`config.mk`:
```
export PLATFORM = sky130hd
export DESIGN_NAME = read_resp_buffer
export DESIGN_NICKNAME = d
export VERILOG_FILES = /design/src/axil_ram_pkg.sv /design/src/read_resp_buffer.sv
export SDC_FILE = /design/constraint.sdc
export NUM_CORES = 1
export LEC_CHECK = 0
export BUFFER_PORTS_ARGS = -buffer_cell sky130_fd_sc_hd__buf_2
export CAP_MARGIN = 40
export CORE_MARGIN = 10
export CORE_UTILIZATION = 38
export DETAILED_ROUTE_END_ITERATION = 8
export PLACE_DENSITY = 0.66
export SLEW_MARGIN = 20
export SYNTH_ARGS = -nofsm -noshare
export SYNTH_HDL_FRONTEND = slang
export SYNTH_SLANG_ARGS = --single-unit
export TNS_END_PERCENT = 100
```
`constraint.sdc`:
```
create_clock -name clk -period 4.5 [get_ports clk]
set_clock_uncertainty 0.15 [all_clocks]
set_input_delay 0.225 -clock clk [delete_from_list [all_inputs] [get_ports clk]]
set_output_delay 0.225 -clock clk [all_outputs]
set_load 0.005 [all_outputs]
```
`src/axil_ram_pkg.sv`:
```
package axil_ram_pkg;

    // Bus geometry
    localparam int ADDR_WIDTH     = 32;
    localparam int DATA_WIDTH     = 32;
    localparam int STRB_WIDTH     = DATA_WIDTH / 8;

    // Storage geometry, 4 KiB
    localparam int RAM_WORDS      = 1024;
    localparam int WORD_IDX_WIDTH = $clog2(RAM_WORDS);

    // One read in the storage stage plus one in the response buffer
    localparam int MAX_INFLIGHT   = 2;

    typedef logic [ADDR_WIDTH-1:0]     addr_t;
    typedef logic [DATA_WIDTH-1:0]     data_t;
    typedef logic [STRB_WIDTH-1:0]     strb_t;
    typedef logic [1:0]                resp_t;
    typedef logic [WORD_IDX_WIDTH-1:0] word_idx_t;
    typedef logic [1:0]                inflight_t;

    localparam resp_t RESP_OKAY   = 2'b00;
    localparam resp_t RESP_DECERR = 2'b11;

    // IDLE accepts traffic, WRITE_RESP holds B, DRAIN empties the read path,
    // PAUSED holds pause_ack
    typedef enum logic [1:0] {
        IDLE,
        WRITE_RESP,
        DRAIN,
        PAUSED
    } ctrl_state_t;

endpackage

```
`src/read_resp_buffer.sv`:
```
`timescale 1ns/1ps

module read_resp_buffer import axil_ram_pkg::*; (
    input  logic  clk,
    input  logic  arst_n,
    input  logic  push,
    input  data_t push_data,
    input  resp_t push_resp,
    output logic  rvalid,
    output data_t rdata,
    output resp_t rresp,
    input  logic  rready,
    output logic  pop
);

    // Extra pointer bit tells full from empty
    logic [1:0] wr_ptr;
    logic [1:0] rd_ptr;
    data_t      data_q [2];
    resp_t      resp_q [2];
    logic       full;

    assign full   = (wr_ptr[1] != rd_ptr[1]) && (wr_ptr[0] == rd_ptr[0]);
    assign rvalid = (wr_ptr != rd_ptr);
    assign rdata  = data_q[rd_ptr[0]];
    assign rresp  = resp_q[rd_ptr[0]];
    assign pop    = rvalid && rready;

    always_ff @(posedge clk) begin
        if (push) begin
            data_q[wr_ptr[0]] <= push_data;
            resp_q[wr_ptr[0]] <= push_resp;
        end
    end

    always_ff @(posedge clk or negedge arst_n) begin
        if (!arst_n) begin
            wr_ptr <= '0;
            rd_ptr <= '0;
        end else begin
            if (push) begin
                wr_ptr <= wr_ptr + 2'd1;
            end
            if (pop) begin
                rd_ptr <= rd_ptr + 2'd1;
            end
        end
    end

    assert property (@(posedge clk) disable iff (!arst_n) full |-> !push);

endmodule

```
==> impl_metrics.env <==
export IMPL_p_total_mw=2.12
export IMPL_routed_wl_mm=5.13
export IMPL_r2r_cells=2
export IMPL_final_util=0.559
export IMPL_end_kind="output pin"
export IMPL_path_depth=3
export IMPL_drtPass1Iterations=4
export IMPL_n_antenna_cell=0
export IMPL_crit_family="flip-flops"
export IMPL_final_min_clock_period_ns=2.12
export IMPL_overflow=0
export IMPL_worst_setup_path_type="flip-flop to output pin"
export IMPL_use_met3=0.0477
export IMPL_met1_usage=0.110
export IMPL_final_setup_tns_ns=0
export IMPL_cts_max_level=3
export IMPL_cts_reportedPaths_clkPinSlew_ns=0.07
export IMPL_p_clk_frac=0.250
export IMPL_drtIter0Drc=25
export IMPL_yosys_cell_types_count=16
export IMPL_nets=283
export IMPL_critPathLaunchType="flip-flop"
export IMPL_synth_top_area_cell="edfxtp_1"
export IMPL_clk_path_buf_depth=2
export IMPL_numClockSinks=72
export IMPL_cts_hold_buf=37
export IMPL_period_share=0.472
export IMPL_start_util=0.394
export IMPL_synthArstFlopShare=0.0556
export IMPL_final_cells=346
export IMPL_io_pins=74
export IMPL_dp_hpwl_mm=3.46
export IMPL_rows=30
export IMPL_synth_area_top_cells="edfxtp_1 76%, mux2_2 11%, mux2_4 4.5%, dfrtp_1 3.7%, buf_6 0.84%"
export IMPL_cp_required_ns=4.12
export IMPL_grtUsageMet2=0.152
export IMPL_cp_arrival_ns=1.75
export IMPL_power_leakage_nw=1.48
export IMPL_cts_root_buf="clkbuf_8"
export IMPL_die_area_mm2=0.0109
export IMPL_via_per_inst=4.37
export IMPL_grt_antenna_before_repair=0
export IMPL_setup_viol=0
export IMPL_numPortBuffers=73
export IMPL_routabilityCongestion=0.644
export IMPL_track_usage=0.0972
export IMPL_numCtsBuffers=9
export IMPL_grt_pass1_vias=1727
export IMPL_cts_tree="done"
export IMPL_cp_slowest_stage_delay_ns=0.69
export IMPL_synth_edf_count=68
export IMPL_min_delay_path_class="input pin to asynchronous set/reset pin"
export IMPL_maxCapViolCount=0
export IMPL_path_cells="buf_16, mux2_2, buf_2"
export IMPL_rsz0062_at_grt="no"
export IMPL_clkLatencyLatePin_ns=0.33
export IMPL_p_comb_frac=0.291
export IMPL_chipHeight_um=104
export IMPL_yosys_cell_count_top_type="edfxtp_1"
export IMPL_status="complete, no violations"
export IMPL_cts_resized=0
export IMPL_busiest_layer="met2"
export IMPL_max_slew_margin=0.607
export IMPL_seq_power_share=0.460
export IMPL_final_max_slew_viol_count=0
export IMPL_fp_coreArea_mm2=0.00683
export IMPL_final_hold_viol_count=0
export IMPL_yosys_top_cells_count="68 x edfxtp_1, 26 x mux2_2, 8 x mux2_4"
export IMPL_ant_nets=0
export IMPL_synth_warnings=0
export IMPL_postCtsSetupRepairBufs=0
export IMPL_p_per_area_mw_per_mm2=555
export IMPL_synth_top_area_frac=0.758
export IMPL_p_int_mw=1.56
export IMPL_p_switching_mw=0.555
export IMPL_synth_fp_nets=164
export IMPL_fp_dieW_um=104
export IMPL_yosysSeqAreaShare=0.795
export IMPL_grt_first_pass_wirelength_mm=8.50
export IMPL_avgRoutedWirePerCell_um=14.8
export IMPL_swShare=0.262
export IMPL_syn_to_final_growth_pct=41.7
export IMPL_via_count=1513
export IMPL_dp_cells=293
export IMPL_grt_start_max_net_pins=23
export IMPL_drive_gt1_frac=0.512
export IMPL_path_max_fanout=22
export IMPL_ys_seq_elements=72
export IMPL_drc=0
export IMPL_synthCells=126
export IMPL_max_freq_ghz=0.471
export IMPL_synth_ff_type="edfxtp_1"
export IMPL_syn_area_mm2=0.00269
export IMPL_cpMaxStageDelayCell="dfrtp_2"
export IMPL_avgSynthCellArea_um2=21.4
export IMPL_tightestPinTransition_ns=0.589
export IMPL_ir_drop_mv=0.267
export IMPL_crit_buf_inv=2
flip-flops by register name, indices dropped and copies added (netlist names):
register	count
resp_q	4
wr_ptr	2
data_q	64
rd_ptr	2
power by group through the flow:
| stage | sequential [mW] | combinational, mW | clock, mW |
|---|---|---|---|
| global route | 0.993 | 0.677 | 0.571 |
| global placement | 1.02 | 0.516 | 0 |
| detailed placement | 0.989 | 0.607 | 0 |
| CTS | 0.975 | 0.634 | 0.551 |
| floorplan | 0.937 | 0.390 | 0 |
| finish | 0.973 | 0.615 | 0.529 |
layout by cell type, fill, tap and decap left out, types with 3 or more instances in the layout:
master,n
dfrtp_1,3
clkinv_2,3
mux2_2,26
buf_2,73
dlygate4sd3_1,37
clkbuf_8,9
mux2_4,8
buf_16,3
edfxtp_1,68
kinds of logic after synthesis:
| family | synth area share |
|---|---|
| xor+xnor | 0.0130 |
| buf+inv | 0.0139 |
| flops | 0.795 |
| compound gates | 0.00976 |
| mux | 0.153 |
| simple gates | 0.0149 |
worst reg2reg max path, cell delays in order (launching register included):
cell and delay (ns):
dfrtp_1 0.52, and2_2 0.54, buf_16 0.22
cell type report:
| cell class | instances | area (µm²) |
|---|---|---|
| Timing Repair Buffer | 113 | 818 |
| Sequential cell | 72 | 2140 |
| Fill cell | 560 | 3020 |
| Multi-Input combinational cell | 49 | 523 |
| Tap cell | 96 | 120 |
| Clock inverter | 6 | 83.8 |
| Clock buffer | 10 | 128 |
final timing paths:
kind	start	endpoint	slack, ns
max in group asynchronous	arst_n	rd_ptr[0]	4.00
setup reg to reg	wr_ptr[0]	data_q[1][2]	2.77
setup / recovery	rd_ptr[0]	rdata[27]	2.38
hold reg to reg	wr_ptr[1]	wr_ptr[1]	0.37
min in group clk	wr_ptr[1]	wr_ptr[1]	0.37
hold / removal	arst_n	wr_ptr[0]	0.07
per-stage QoR:
| step | setup WS [ns] | hold WS (ns) | cell area, µm² |
|---|---|---|---|
| 4_1_cts | 2.34 | 0.0560 | 3820 |
| 2_1_floorplan | 1.88 | -0.221 | 2690 |
| 3_5_place_dp | 2.72 | -0.115 | 3230 |
| 6_report | 2.38 | 0.0733 | 3820 |
| 3_3_place_gp | 2.56 | -0.115 | 3150 |
| 5_1_grt | 2.28 | 0.0877 | 3820 |
layer usage:
layer,up-vias,wire length [µm]
met5,-,0
met4,0,59
met3,9,406
met2,57,2500
met1,720,2170
li1,727,-
No activity file was read; power rests on OpenSTA's default activity.
