===== config.mk =====
export PLATFORM = sky130hd
export DESIGN_NAME = axil_ram_ctrl_flat
export DESIGN_NICKNAME = d
export VERILOG_FILES = /design/src/axil_ram_pkg.sv /design/src/ram_port_if.sv /design/src/axil_ram_ctrl.sv /design/src/flat_wrapper.sv
export SDC_FILE = /design/constraint.sdc
export NUM_CORES = 1
export LEC_CHECK = 0
export BUFFER_PORTS_ARGS = -buffer_cell sky130_fd_sc_hd__buf_4
export CAP_MARGIN = 30
export CORE_AREA = 2 2 66 68
export DETAILED_ROUTE_END_ITERATION = 10
export DIE_AREA = 0 0 68 70
export PLACE_DENSITY = 0.78
export SYNTH_ARGS = -nofsm -noshare
export SYNTH_HDL_FRONTEND = slang
export SYNTH_SLANG_ARGS = --single-unit

===== constraint.sdc =====
create_clock -name clk -period 1.9 [get_ports clk]
set_input_delay 0.38 -clock clk [delete_from_list [all_inputs] [get_ports clk]]
set_output_delay 0.38 -clock clk [all_outputs]
set_load 0.01 [all_outputs]

===== src/axil_ram_pkg.sv =====
package axil_ram_pkg;

    // Bus geometry
    localparam int ADDR_WIDTH     = 32;
    localparam int DATA_WIDTH     = 32;
    localparam int STRB_WIDTH     = DATA_WIDTH / 8;

    // Storage geometry, 4 KiB
    localparam int RAM_WORDS      = 1024;
    localparam int WORD_IDX_WIDTH = $clog2(RAM_WORDS);

    // One read in the storage stage plus one in the response buffer
    localparam int MAX_INFLIGHT   = 2;

    typedef logic [ADDR_WIDTH-1:0]     addr_t;
    typedef logic [DATA_WIDTH-1:0]     data_t;
    typedef logic [STRB_WIDTH-1:0]     strb_t;
    typedef logic [1:0]                resp_t;
    typedef logic [WORD_IDX_WIDTH-1:0] word_idx_t;
    typedef logic [1:0]                inflight_t;

    localparam resp_t RESP_OKAY   = 2'b00;
    localparam resp_t RESP_DECERR = 2'b11;

    // IDLE accepts traffic, WRITE_RESP holds B, DRAIN empties the read path,
    // PAUSED holds pause_ack
    typedef enum logic [1:0] {
        IDLE,
        WRITE_RESP,
        DRAIN,
        PAUSED
    } ctrl_state_t;

endpackage


===== src/ram_port_if.sv =====
`timescale 1ns/1ps

interface ram_port_if import axil_ram_pkg::*; ();

    logic      en;
    logic      we;
    word_idx_t idx;
    data_t     wdata;
    strb_t     wstrb;

    // Read slot tag, travels with the data through the storage stage
    logic      issue_valid;
    resp_t     issue_resp;

    modport ctrl (
        output en, we, idx, wdata, wstrb, issue_valid, issue_resp
    );

    modport storage (
        input en, we, idx, wdata, wstrb, issue_valid, issue_resp
    );

endinterface


===== src/axil_ram_ctrl.sv =====
`timescale 1ns/1ps

module axil_ram_ctrl import axil_ram_pkg::*; (
    input  logic       clk,
    input  logic       arst_n,

    input  addr_t      awaddr,
    input  logic       awvalid,
    output logic       awready,

    input  data_t      wdata,
    input  strb_t      wstrb,
    input  logic       wvalid,
    output logic       wready,

    output resp_t      bresp,
    output logic       bvalid,
    input  logic       bready,

    input  addr_t      araddr,
    input  logic       arvalid,
    output logic       arready,

    input  logic       pause_req,
    output logic       pause_ack,

    input  inflight_t  inflight,
    output logic       read_issue,

    ram_port_if.ctrl   mem
);

    ctrl_state_t state;
    ctrl_state_t state_next;
    resp_t       wr_resp;
    resp_t       rd_resp;
    logic        wr_accept;
    logic        rd_accept;

    // OKAY only for word aligned addresses inside the array
    function automatic resp_t decode(input addr_t addr);
        if (addr[$clog2(STRB_WIDTH)-1:0] == '0 &&
            addr < addr_t'(RAM_WORDS * STRB_WIDTH)) begin
            return RESP_OKAY;
        end
        return RESP_DECERR;
    endfunction

    function automatic word_idx_t to_idx(input addr_t addr);
        return addr[$clog2(STRB_WIDTH) +: WORD_IDX_WIDTH];
    endfunction

    assign wr_resp = decode(awaddr);
    assign rd_resp = decode(araddr);

    // Writes win over reads in the same cycle
    assign wr_accept = (state == IDLE) && !pause_req && awvalid && wvalid;
    assign rd_accept = (state == IDLE) && !pause_req && !wr_accept && arvalid &&
                       (inflight < inflight_t'(MAX_INFLIGHT));

    assign awready    = wr_accept;
    assign wready     = wr_accept;
    assign arready    = rd_accept;
    assign read_issue = rd_accept;
    assign bvalid     = (state == WRITE_RESP);
    assign pause_ack  = (state == PAUSED);

    // Memory port, enable dropped for decode errors
    assign mem.en          = (wr_accept && wr_resp == RESP_OKAY) ||
                             (rd_accept && rd_resp == RESP_OKAY);
    assign mem.we          = wr_accept && (wr_resp == RESP_OKAY);
    assign mem.idx         = wr_accept ? to_idx(awaddr) : to_idx(araddr);
    assign mem.wdata       = wdata;
    assign mem.wstrb       = wstrb;
    assign mem.issue_valid = rd_accept;
    assign mem.issue_resp  = rd_resp;

    always_comb begin
        state_next = state;
        case (state)
            IDLE: begin
                if (pause_req) begin
                    state_next = DRAIN;
                end else if (wr_accept) begin
                    state_next = WRITE_RESP;
                end
            end
            WRITE_RESP: begin
                if (bready) begin
                    state_next = pause_req ? DRAIN : IDLE;
                end
            end
            DRAIN: begin
                if (!bvalid && inflight == '0) begin
                    state_next = PAUSED;
                end
            end
            PAUSED: begin
                if (!pause_req) begin
                    state_next = IDLE;
                end
            end
            default: state_next = IDLE;
        endcase
    end

    always_ff @(posedge clk or negedge arst_n) begin
        if (!arst_n) begin
            state <= IDLE;
        end else begin
            state <= state_next;
        end
    end

    always_ff @(posedge clk) begin
        if (wr_accept) begin
            bresp <= wr_resp;
        end
    end

    assert property (@(posedge clk) disable iff (!arst_n)
        bvalid && !bready |=> bvalid && $stable(bresp));

    // Counter feedback must keep AR closed at the pipeline limit
    assert property (@(posedge clk) disable iff (!arst_n)
        inflight == inflight_t'(MAX_INFLIGHT) |-> !arready);

endmodule


===== src/flat_wrapper.sv =====
// flat-port wrapper written by rule: the top's interface ports become plain ports
module axil_ram_ctrl_flat import axil_ram_pkg::*;
  (clk, arst_n, awaddr, awvalid, awready, wdata, wstrb, wvalid, wready, bresp, bvalid, bready, araddr, arvalid, arready, pause_req, pause_ack, inflight, read_issue, mem_en, mem_we, mem_idx, mem_wdata, mem_wstrb, mem_issue_valid, mem_issue_resp);
  ram_port_if mem_i ();
  input  logic clk;
  input  logic arst_n;
  input  addr_t awaddr;
  input  logic awvalid;
  output logic awready;
  input  data_t wdata;
  input  strb_t wstrb;
  input  logic wvalid;
  output logic wready;
  output resp_t bresp;
  output logic bvalid;
  input  logic bready;
  input  addr_t araddr;
  input  logic arvalid;
  output logic arready;
  input  logic pause_req;
  output logic pause_ack;
  input  inflight_t inflight;
  output logic read_issue;
  output wire logic [$bits(mem_i.en)-1:0] mem_en;
  output wire logic [$bits(mem_i.we)-1:0] mem_we;
  output wire logic [$bits(mem_i.idx)-1:0] mem_idx;
  output wire logic [$bits(mem_i.wdata)-1:0] mem_wdata;
  output wire logic [$bits(mem_i.wstrb)-1:0] mem_wstrb;
  output wire logic [$bits(mem_i.issue_valid)-1:0] mem_issue_valid;
  output wire logic [$bits(mem_i.issue_resp)-1:0] mem_issue_resp;
  assign mem_en = mem_i.en;
  assign mem_we = mem_i.we;
  assign mem_idx = mem_i.idx;
  assign mem_wdata = mem_i.wdata;
  assign mem_wstrb = mem_i.wstrb;
  assign mem_issue_valid = mem_i.issue_valid;
  assign mem_issue_resp = mem_i.issue_resp;
  axil_ram_ctrl u_core (.clk(clk), .arst_n(arst_n), .awaddr(awaddr), .awvalid(awvalid), .awready(awready), .wdata(wdata), .wstrb(wstrb), .wvalid(wvalid), .wready(wready), .bresp(bresp), .bvalid(bvalid), .bready(bready), .araddr(araddr), .arvalid(arvalid), .arready(arready), .pause_req(pause_req), .pause_ack(pause_ack), .inflight(inflight), .read_issue(read_issue), .mem(mem_i));
endmodule

==> flow_metrics.py, run 1 <==
metrics = {
    "power": {
        "seqPwrFrac_pct": 18.1,
        "p_leak_nw": 0.7035,
        "fin_total_pwr_mw": 0.7030,
        "sw_frac_of_total_pct": 31.25,
        "powerDensity_nw_per_um2": 489.0,
        "p_sw_mw": 0.2196,
        "combPwrFrac_pct": 55.8,
        "p_int_mw": 0.4833,
        "vdd_ir_drop_max_mv": 0.1478,
        "clkPwrFrac_pct": 26.1,
    },
    "routing": {
        "wire_per_inst_um": 13.31,
        "wirelength_um": 2796,
        "firstDrtPassIters": 4,
        "antenna_left": 0,
        "via_count": 881,
        "drc": 0,
        "first_iter_violations": 32,
        "viasPerCell": 4.195,
    },
    "setup_path": {
        "arrival_ns": 1.54,
        "critPathCaptureType": "primary output",
        "worstPathRequired_ns": 1.52,
        "critPathMaxFanout": 10,
        "criticalPathCategory": "register to primary output",
        "r2r-start": "u_core.state[0]$_DFFE_PN0P_",
        "crit_start": "u_core.state[0]$_DFFE_PN0P_",
        "start_kind": "register",
    },
    "global_route": {
        "grt_max_degree": 11,
        "grt_pass1_wl_um": 3864,
        "antenna_found_initial": 0,
        "overflow": 0,
        "grt_pass1_vias": 886,
        "grt_usage_pct": 10.63,
    },
    "layout": {
        "area_delta_synth_final_pct": 84.73,
        "fin_nets": 268,
        "num_antenna_cells": 0,
        "stdcell_count": 210,
        "mostFrequentLayoutCell": "buf_4",
        "utilization_pct": 34.69,
        "final_cell_mix": "buf_4, mux2_4, buf_6, nor4_1, nor2_1",
        "design_area_um2": 1438,
        "drive_gt1_share_pct": 80.38,
    },
    "floorplanning": {
        "initial_core_util_pct": 18.78,
        "die_h_um": 70,
        "rows": 24,
        "die_w_um": 68,
        "ios": 168,
        "fp.dieArea_um2": 4760,
        "core-area_um2": 4144,
    },
    "min_path": {
        "worstHoldPathType": "input pin to async pin",
    },
    "cts": {
        "clock_path_buffers": 2,
        "clkLatencyLatePin_ns": 0.21,
        "tritoncts": "done",
        "clk_pin_slew_worst_paths_ns": 0.03,
        "cts_max_level": 1,
        "cts_buffers": 3,
        "clock-sinks": 3,
        "cts-root-buf": "clkbuf_8",
    },
    "job": {
        "drv_cap": 0,
    },
    "synth": {
        "synth_area_leaders": "buf_4, mux2_4, nor4_1, dfrtp_1, mux2_2",
        "synth_top_area_share_pct": 39.55,
        "yosysWarningCount": 0,
        "syn-num-nets": 203,
        "ys_types": 24,
        "synth_area_um2": 778.2,
        "ys_seq_area_share_pct": 10.29,
        "avgSynthCellArea_um2": 8.279,
        "netlist_instances": 94,
        "synth-seq-cells": 3,
        "synth.largest_area_cell": "buf_4",
    },
    "placement": {
        "port_buffers": 95,
        "place.gp.congestion": 0.6543,
        "postPlaceCellArea_um2": 1290,
        "dpl.hpwl_um": 2455,
        "place_ws_ns": -0.02652,
        "dp_cells": 204,
    },
    "timing": {
        "fin_crit_sh_pct": 100.8,
        "fin_ws_ns": -0.01598,
        "max_freq_ghz": 0.5219,
        "whs_ns": 0.4864,
        "max_slew_margin_pct": 83.48,
        "period_needed_ns": 1.916,
        "drv_slew": 0,
        "rsz0062_at_grt": "yes",
        "tns_ns": -0.09016,
        "tightest_slew_ns": 0.2455,
        "fin_skew_ns": 0.001500,
        "hold_viol": 0,
        "setup_viol": 10,
    },
    "status": {
        "failed_checks": "setup timing",
        "status": "finished with violations",
    },
}
## state kept, by name, summed over array words and instances, names as in the netlist
register	flops
u_core.state	2
u_core.bresp	1
## per-layer routing
layer | part of all wire, % | GRT usage (%) | routed length (µm)
met2 | 57 | 21.68 | 1586
met4 | 2.1 | 5.333 | 58
met3 | 15 | 3.543 | 407
met1 | 27 | 8.055 | 744
met5 | 0 | 0 | 0
## cells by family (layout without fill, tap and decap cells)
family	after synthesis	count (layout)	synth area share (%)
muxes	10	10	17.85
and+or+nand+nor	30	30	22.83
AOI/OAI and AO/OA	7	7	6.914
buffers and inverters	44	108	42.12
DFF	3	3	10.29
## cells in the mapped netlist (all sizes together)
library cell	n
buf	43
mux2	10
nor4	10
nor2	5
and2	3
nand4	3
a21oi	2
dfrtp	2
nand2	2
nor2b	2
nor3	2
o21ai	2
or2	2
a2111oi	1
edfxtp	1
inv	1
nand3	1
o31ai	1
o32ai	1
## final timing paths
kind,slack [ns],cells past startpoint,to
max,-0.02,5,mem_idx[2]
min,0.49,2,u_core.state[0]$_DFFE_PN0P_
max reg2reg,0.59,4,u_core.bresp[0]$_DFFE_PN_
min reg2reg,0.67,2,u_core.state[1]$_DFFE_PN0P_
max in group asynchronous,1.32,2,u_core.state[0]$_DFFE_PN0P_
min in group clk,0.49,3,u_core.state[1]$_DFFE_PN0P_
## repair_timing
item                                    in CTS  in global routing
setup buffers                                1                  0
pin swaps                                    5                  0
endpoints found under the setup margin      17                 14
endpoints found under the hold margin        2                  0
gates resized for setup                     12                  4
gates cloned                                 0                  0
hold buffers                                 1                  0
## power groups by stage
stage               Clock, mW  Combinational, mW  Sequential [mW]
floorplan                   0              0.225            0.102
global placement            0              0.340            0.113
CTS                     0.189              0.388            0.121
finish                  0.184              0.392            0.127
global route            0.196              0.430            0.133
detailed placement          0              0.349            0.115
## worst max-delay path, cell delays in order, from the launching register on
cell,delay (ns)
dfrtp_2,0.44
nor3_4,0.18
nand3_2,0.12
buf_12,0.17
mux2_4,0.30
buf_6,0.12
## cell type report
| cell class | count | area [µm²] |
|---|---|---|
| Sequential cell | 3 | 81.33 |
| Timing Repair Buffer | 103 | 814.5 |
| Fill cell | 435 | 2706 |
| Multi-Input combinational cell | 47 | 427.9 |
| Clock buffer | 4 | 45.04 |
| Tap cell | 52 | 65.06 |
| Inverter | 1 | 3.754 |
Note: power is estimated with default switching activity, not from simulation.
==> run 2, diff against run 1 <==
--- a/config.mk
+++ b/config.mk
@@ -5,12 +5,12 @@
 export SDC_FILE = /design/constraint.sdc
 export NUM_CORES = 1
 export LEC_CHECK = 0
-export BUFFER_PORTS_ARGS = -buffer_cell sky130_fd_sc_hd__buf_4
 export CAP_MARGIN = 30
-export CORE_AREA = 2 2 66 68
+export CORE_AREA = 2 2 65 67
 export DETAILED_ROUTE_END_ITERATION = 10
-export DIE_AREA = 0 0 68 70
-export PLACE_DENSITY = 0.78
+export DIE_AREA = 0 0 67 69
+export DONT_BUFFER_PORTS = 1
+export PLACE_DENSITY = 0.43
 export SYNTH_ARGS = -nofsm -noshare
 export SYNTH_HDL_FRONTEND = slang
 export SYNTH_SLANG_ARGS = --single-unit
==> flow_metrics.py, run 2 (synthesized netlist as in run 1, its figures left out) <==
metrics = {
    "placement": {
        "port_buffers": 0,
        "postPlaceCellArea_um2": 566.8,
        "dpl.hpwl_um": 2375,
        "place.gp.congestion": 0.7719,
        "dp_cells": 106,
    },
    "timing": {
        "drv_slew": 0,
        "fin_skew_ns": 0.003434,
        "hold_viol": 0,
        "tightest_slew_ns": 0.4425,
        "max_slew_margin_pct": 70.23,
        "tns_ns": 0,
        "fin_crit_sh_pct": 96.33,
        "rsz0062_at_grt": "no",
        "setup_viol": 0,
        "max_freq_ghz": 0.5464,
        "whs_ns": 0.3524,
        "period_needed_ns": 1.830,
    },
    "floorplanning": {
        "die_h_um": 69,
        "rows": 23,
        "die_w_um": 67,
        "core-area_um2": 3914,
        "initial_core_util_pct": 19.88,
        "ios": 168,
        "fp.dieArea_um2": 4623,
    },
    "power": {
        "vdd_ir_drop_max_mv": 0.1446,
        "powerDensity_nw_per_um2": 780.9,
        "p_leak_nw": 0.2217,
    },
    "setup_path": {
        "cp_cell_sequence": "nor3_2, nand3_2, buf_12, o32ai_2",
        "r2r_slack_ns": 0.53,
        "worst_path_max_delay_cell": "dfrtp_1",
        "cp_num_buf_inv": 1,
        "critPathCaptureType": "primary output",
        "max_stage_delay_ns": 0.40,
        "path_delay_family": "flip-flops",
        "worstPathRequired_ns": 1.52,
        "criticalPathCategory": "register to primary output",
        "start_kind": "register",
        "arrival_ns": 1.45,
        "critPathMaxFanout": 13,
    },
    "global_route": {
        "grt_pass1_vias": 618,
        "grt_usage_pct": 10.18,
        "grt_pass1_wl_um": 3305,
        "antenna_found_initial": 0,
        "grt_max_degree": 14,
        "overflow": 0,
    },
    "layout": {
        "utilization_pct": 16.14,
        "num_antenna_cells": 0,
        "stdcell_count": 111,
        "area_delta_synth_final_pct": -18.81,
        "fin_nets": 171,
        "final_cell_mix": "nor4_1, mux2_4, nor2_1, buf_4",
        "drive_gt1_share_pct": 42.62,
        "mostFrequentLayoutCell": "nor4_1",
        "design_area_um2": 631.9,
        "largest_reg_flops": 2,
        "top_register": "u_core.state",
        "top_regs": "u_core.state x2, u_core.bresp x1",
    },
    "job": {
        "drv_cap": 0,
    },
    "routing": {
        "wire_per_inst_um": 22.86,
        "wirelength_um": 2538,
        "viasPerCell": 5.018,
        "firstDrtPassIters": 3,
        "via_count": 557,
        "antenna_left": 0,
        "first_iter_violations": 4,
        "drc": 0,
    },
    "cts": {
        "clk_pin_slew_worst_paths_ns": 0.03,
        "cts_max_level": 1,
        "tritoncts": "done",
        "clock_path_buffers": 2,
        "cts_buffers": 3,
        "cts-root-buf": "clkbuf_8",
        "postCtsSetupBuffers": 0,
        "clock-sinks": 3,
        "clkLatencyLatePin_ns": 0.22,
    },
    "min_path": {
        "worstHoldPathType": "input pin to register",
    },
    "status": {
        "status": "finished, final reports clean",
    },
}
==> run 2: layer usage <==
| layer | track usage (%) | vias to the layer above | routed length [µm] |
|---|---|---|---|
| met1 | 5.341 | 218 | 492 |
| met4 | 6.803 | 0 | 64 |
| li1 | - | 223 | - |
| met2 | 20.02 | 110 | 1419 |
| met5 | 0 | - | 0 |
| met3 | 7.341 | 6 | 561 |
==> run 2: final timing paths <==
check,start,to,depth (start not counted)
worst max-delay path,u_core.state[0]$_DFFE_PN0P_,mem_en,4
worst min-delay path,pause_req,u_core.state[1]$_DFFE_PN0P_,2
worst max register to register,u_core.state[0]$_DFFE_PN0P_,u_core.bresp[0]$_DFFE_PN_,4
worst min register to register,u_core.state[0]$_DFFE_PN0P_,u_core.state[1]$_DFFE_PN0P_,2
max in group asynchronous,arst_n,u_core.state[0]$_DFFE_PN0P_,1
min in group asynchronous,arst_n,u_core.state[1]$_DFFE_PN0P_,1
==> run 2: report_power, final <==
group | switching (mW) | total [mW] | internal, mW | leakage, nW
clock network | 0.0479 | 0.191 | 0.144 | 0.0228
registers | 0.0267 | 0.114 | 0.0877 | 0.0329
logic | 0.0914 | 0.187 | 0.0961 | 0.166
==> run 2: worst register-to-register path, cell delays in order (launching register included) <==
cell     delay, ns
dfrtp_1       0.40
nor3_2        0.20
nand3_2       0.12
buf_12        0.16
inv_1         0.19
==> run 2: area by class of cell <==
type,count,area (µm²)
fillers,461,3282
well taps,50,62.56
clock buffers,4,45.04
flip-flops and latches,3,80.08
inverters,1,3.754
multi-input cells,47,380.4
repair buffers,6,60.06
==> run 2: timing repair <==
action                                  4_1_cts  5_1_grt
gates resized for setup                       1        1
endpoints found under the setup margin        1        2
hold endpoints to repair                      2        0
hold buffers                                  1        0
pin swaps                                     2        1
cloned                                        0        0
==> run 2: per-stage QoR <==
stage | worst slack, ns | total power, mW
finish | 0.06977 | 0.4934
detailed placement | 0.2038 | 0.2972
CTS | 0.04263 | 0.5016
floorplan | 0.2336 | 0.3275
global route | 0.001743 | 0.5298
global placement | 0.2264 | 0.2886
==> run 3, diff against run 2 <==
--- a/config.mk
+++ b/config.mk
@@ -6,11 +6,11 @@
 export NUM_CORES = 1
 export LEC_CHECK = 0
 export CAP_MARGIN = 30
-export CORE_AREA = 2 2 65 67
+export CORE_AREA = 2 2 64 66
 export DETAILED_ROUTE_END_ITERATION = 10
-export DIE_AREA = 0 0 67 69
+export DIE_AREA = 0 0 66 68
 export DONT_BUFFER_PORTS = 1
-export PLACE_DENSITY = 0.43
+export PLACE_DENSITY = 0.44
 export SYNTH_ARGS = -nofsm -noshare
 export SYNTH_HDL_FRONTEND = slang
 export SYNTH_SLANG_ARGS = --single-unit
==> flow_metrics.py, run 3 (synthesized netlist as in run 1, its figures left out) <==
metrics = {
    "status": {
        "status": "finished, final reports clean",
    },
    "global_route": {
        "grt_pass1_vias": 589,
        "use_met1_pct": 5.720,
        "grt_usage_pct": 9.633,
        "grt_max_degree": 11,
        "overflow": 0,
        "grt_pass1_wl_um": 3042,
        "grtUsageMet2_pct": 19.44,
        "antenna_found_initial": 0,
        "grtUsageMet3_pct": 7.401,
        "busiest_layer": "met2",
    },
    "routing": {
        "drc": 0,
        "via_count": 563,
        "viasPerCell": 5.072,
        "wirelength_um": 2447,
        "antenna_left": 0,
        "first_iter_violations": 2,
        "firstDrtPassIters": 4,
        "wire_per_inst_um": 22.05,
    },
    "setup_path": {
        "start_kind": "register",
        "cp_cell_sequence": "nor3_2, nand3_2, buf_4, nor3_1, buf_4",
        "critPathCaptureType": "primary output",
        "path_delay_family": "simple AND/OR/NAND/NOR gates",
        "criticalPathCategory": "register to primary output",
        "r2r_slack_ns": 0.51,
        "crit_top_cell": "buf_4",
        "worst_path_max_delay_cell": "dfrtp_2",
        "arrival_ns": 1.44,
        "cp_num_buf_inv": 2,
        "worstPathRequired_ns": 1.52,
        "critPathMaxFanout": 3,
        "max_stage_delay_ns": 0.42,
    },
    "power": {
        "vdd_ir_drop_max_mv": 0.1156,
        "p_leak_nw": 0.2155,
        "powerDensity_nw_per_um2": 761.8,
        "fin_total_pwr_mw": 0.4909,
    },
    "cts": {
        "cts_buffers": 3,
        "clock-sinks": 3,
        "postCtsSetupBuffers": 0,
        "tritoncts": "done",
        "clkLatencyLatePin_ns": 0.22,
        "clock_path_buffers": 2,
        "cts-root-buf": "clkbuf_8",
        "clk_pin_slew_worst_paths_ns": 0.03,
        "cts_max_level": 1,
    },
    "placement": {
        "postPlaceCellArea_um2": 554.3,
        "place_ws_ns": 0.2329,
        "port_buffers": 0,
        "dp_cells": 106,
        "place.gp.congestion": 0.7499,
        "dpl.hpwl_um": 2267,
    },
    "timing": {
        "hold_viol": 0,
        "tightest_slew_ns": 0.3829,
        "period_needed_ns": 1.818,
        "drv_slew": 0,
        "whs_ns": 0.3262,
        "tns_ns": 0,
        "max_slew_margin_pct": 74.24,
        "fin_skew_ns": 0.004107,
        "max_freq_ghz": 0.5499,
        "rsz0062_at_grt": "no",
        "setup_viol": 0,
        "fin_crit_sh_pct": 95.71,
        "fin_ws_ns": 0.08153,
    },
    "layout": {
        "stdcell_count": 111,
        "mostFrequentLayoutCell": "nor4_1",
        "area_delta_synth_final_pct": -17.20,
        "top_regs": "u_core.state x2, u_core.bresp x1",
        "fill_cells": 442,
        "top_register": "u_core.state",
        "utilization_pct": 16.71,
        "fin_nets": 171,
        "final_cell_mix": "nor4_1, mux2_4, nor2_1, buf_4",
        "ff_latch_area_um2": 82.58,
        "design_area_um2": 644.4,
        "num_antenna_cells": 0,
        "multiInputGateArea_um2": 399.1,
        "largest_reg_flops": 2,
        "drive_gt1_share_pct": 44.26,
    },
    "floorplanning": {
        "rows": 23,
        "initial_core_util_pct": 20.18,
        "ios": 168,
        "die_h_um": 68,
        "core-area_um2": 3856,
        "fp.dieArea_um2": 4488,
        "die_w_um": 66,
    },
    "job": {
        "drv_cap": 0,
    },
    "min_path": {
        "worstHoldPathType": "input pin to register",
    },
}
## run 3: cell counts in the layout (fill, tap and decap cells not counted)
Identical to the previous run, type by type.
## run 3: path summary, 6_finish.rpt
path                                             startpoint                          end  depth (start not counted)
worst max-delay path            u_core.state[0]$_DFFE_PN0P_                       mem_we                          5
worst min-delay path                              pause_req  u_core.state[1]$_DFFE_PN0P_                          2
worst max register to register  u_core.state[0]$_DFFE_PN0P_    u_core.bresp[0]$_DFFE_PN_                          4
worst min register to register  u_core.state[0]$_DFFE_PN0P_  u_core.state[1]$_DFFE_PN0P_                          2
max in group asynchronous                            arst_n  u_core.state[1]$_DFFE_PN0P_                          1
min in group asynchronous                            arst_n  u_core.state[0]$_DFFE_PN0P_                          1
## run 3: worst reg2reg max path, stage by stage (launching register included)
cell,delay (ns)
dfrtp_2,0.42
nor3_2,0.19
nand3_2,0.11
buf_4,0.16
inv_1,0.19
## run 3: cell type report
type | instances | area share [%]
inverters | 1 | 0.5825
flip-flops and latches | 3 | 12.82
repair buffers | 6 | 7.961
well taps | 50 | 9.709
multi-input cells | 47 | 61.94
clock buffers | 4 | 6.990
## run 3: per-layer routing
layer	vias to the layer above	wire length [µm]
met1	228	530
met5	-	0
met3	4	528
li1	225	-
met2	106	1346
met4	0	41
## run 3: repair_timing
action | 4_1_cts | 5_1_grt
endpoints found under the setup margin | 1 | 5
cloned | 0 | 0
pin swaps | 0 | 2
gates resized for setup | 2 | 4
hold buffers | 1 | 0
hold endpoints to repair | 2 | 0
## run 3: where the power goes
part	internal (mW)	total, mW	switching (mW)
clock network	0.143	0.188	0.0450
registers	0.0916	0.135	0.0435
logic	0.0861	0.167	0.0814
total	0.321	0.491	0.170
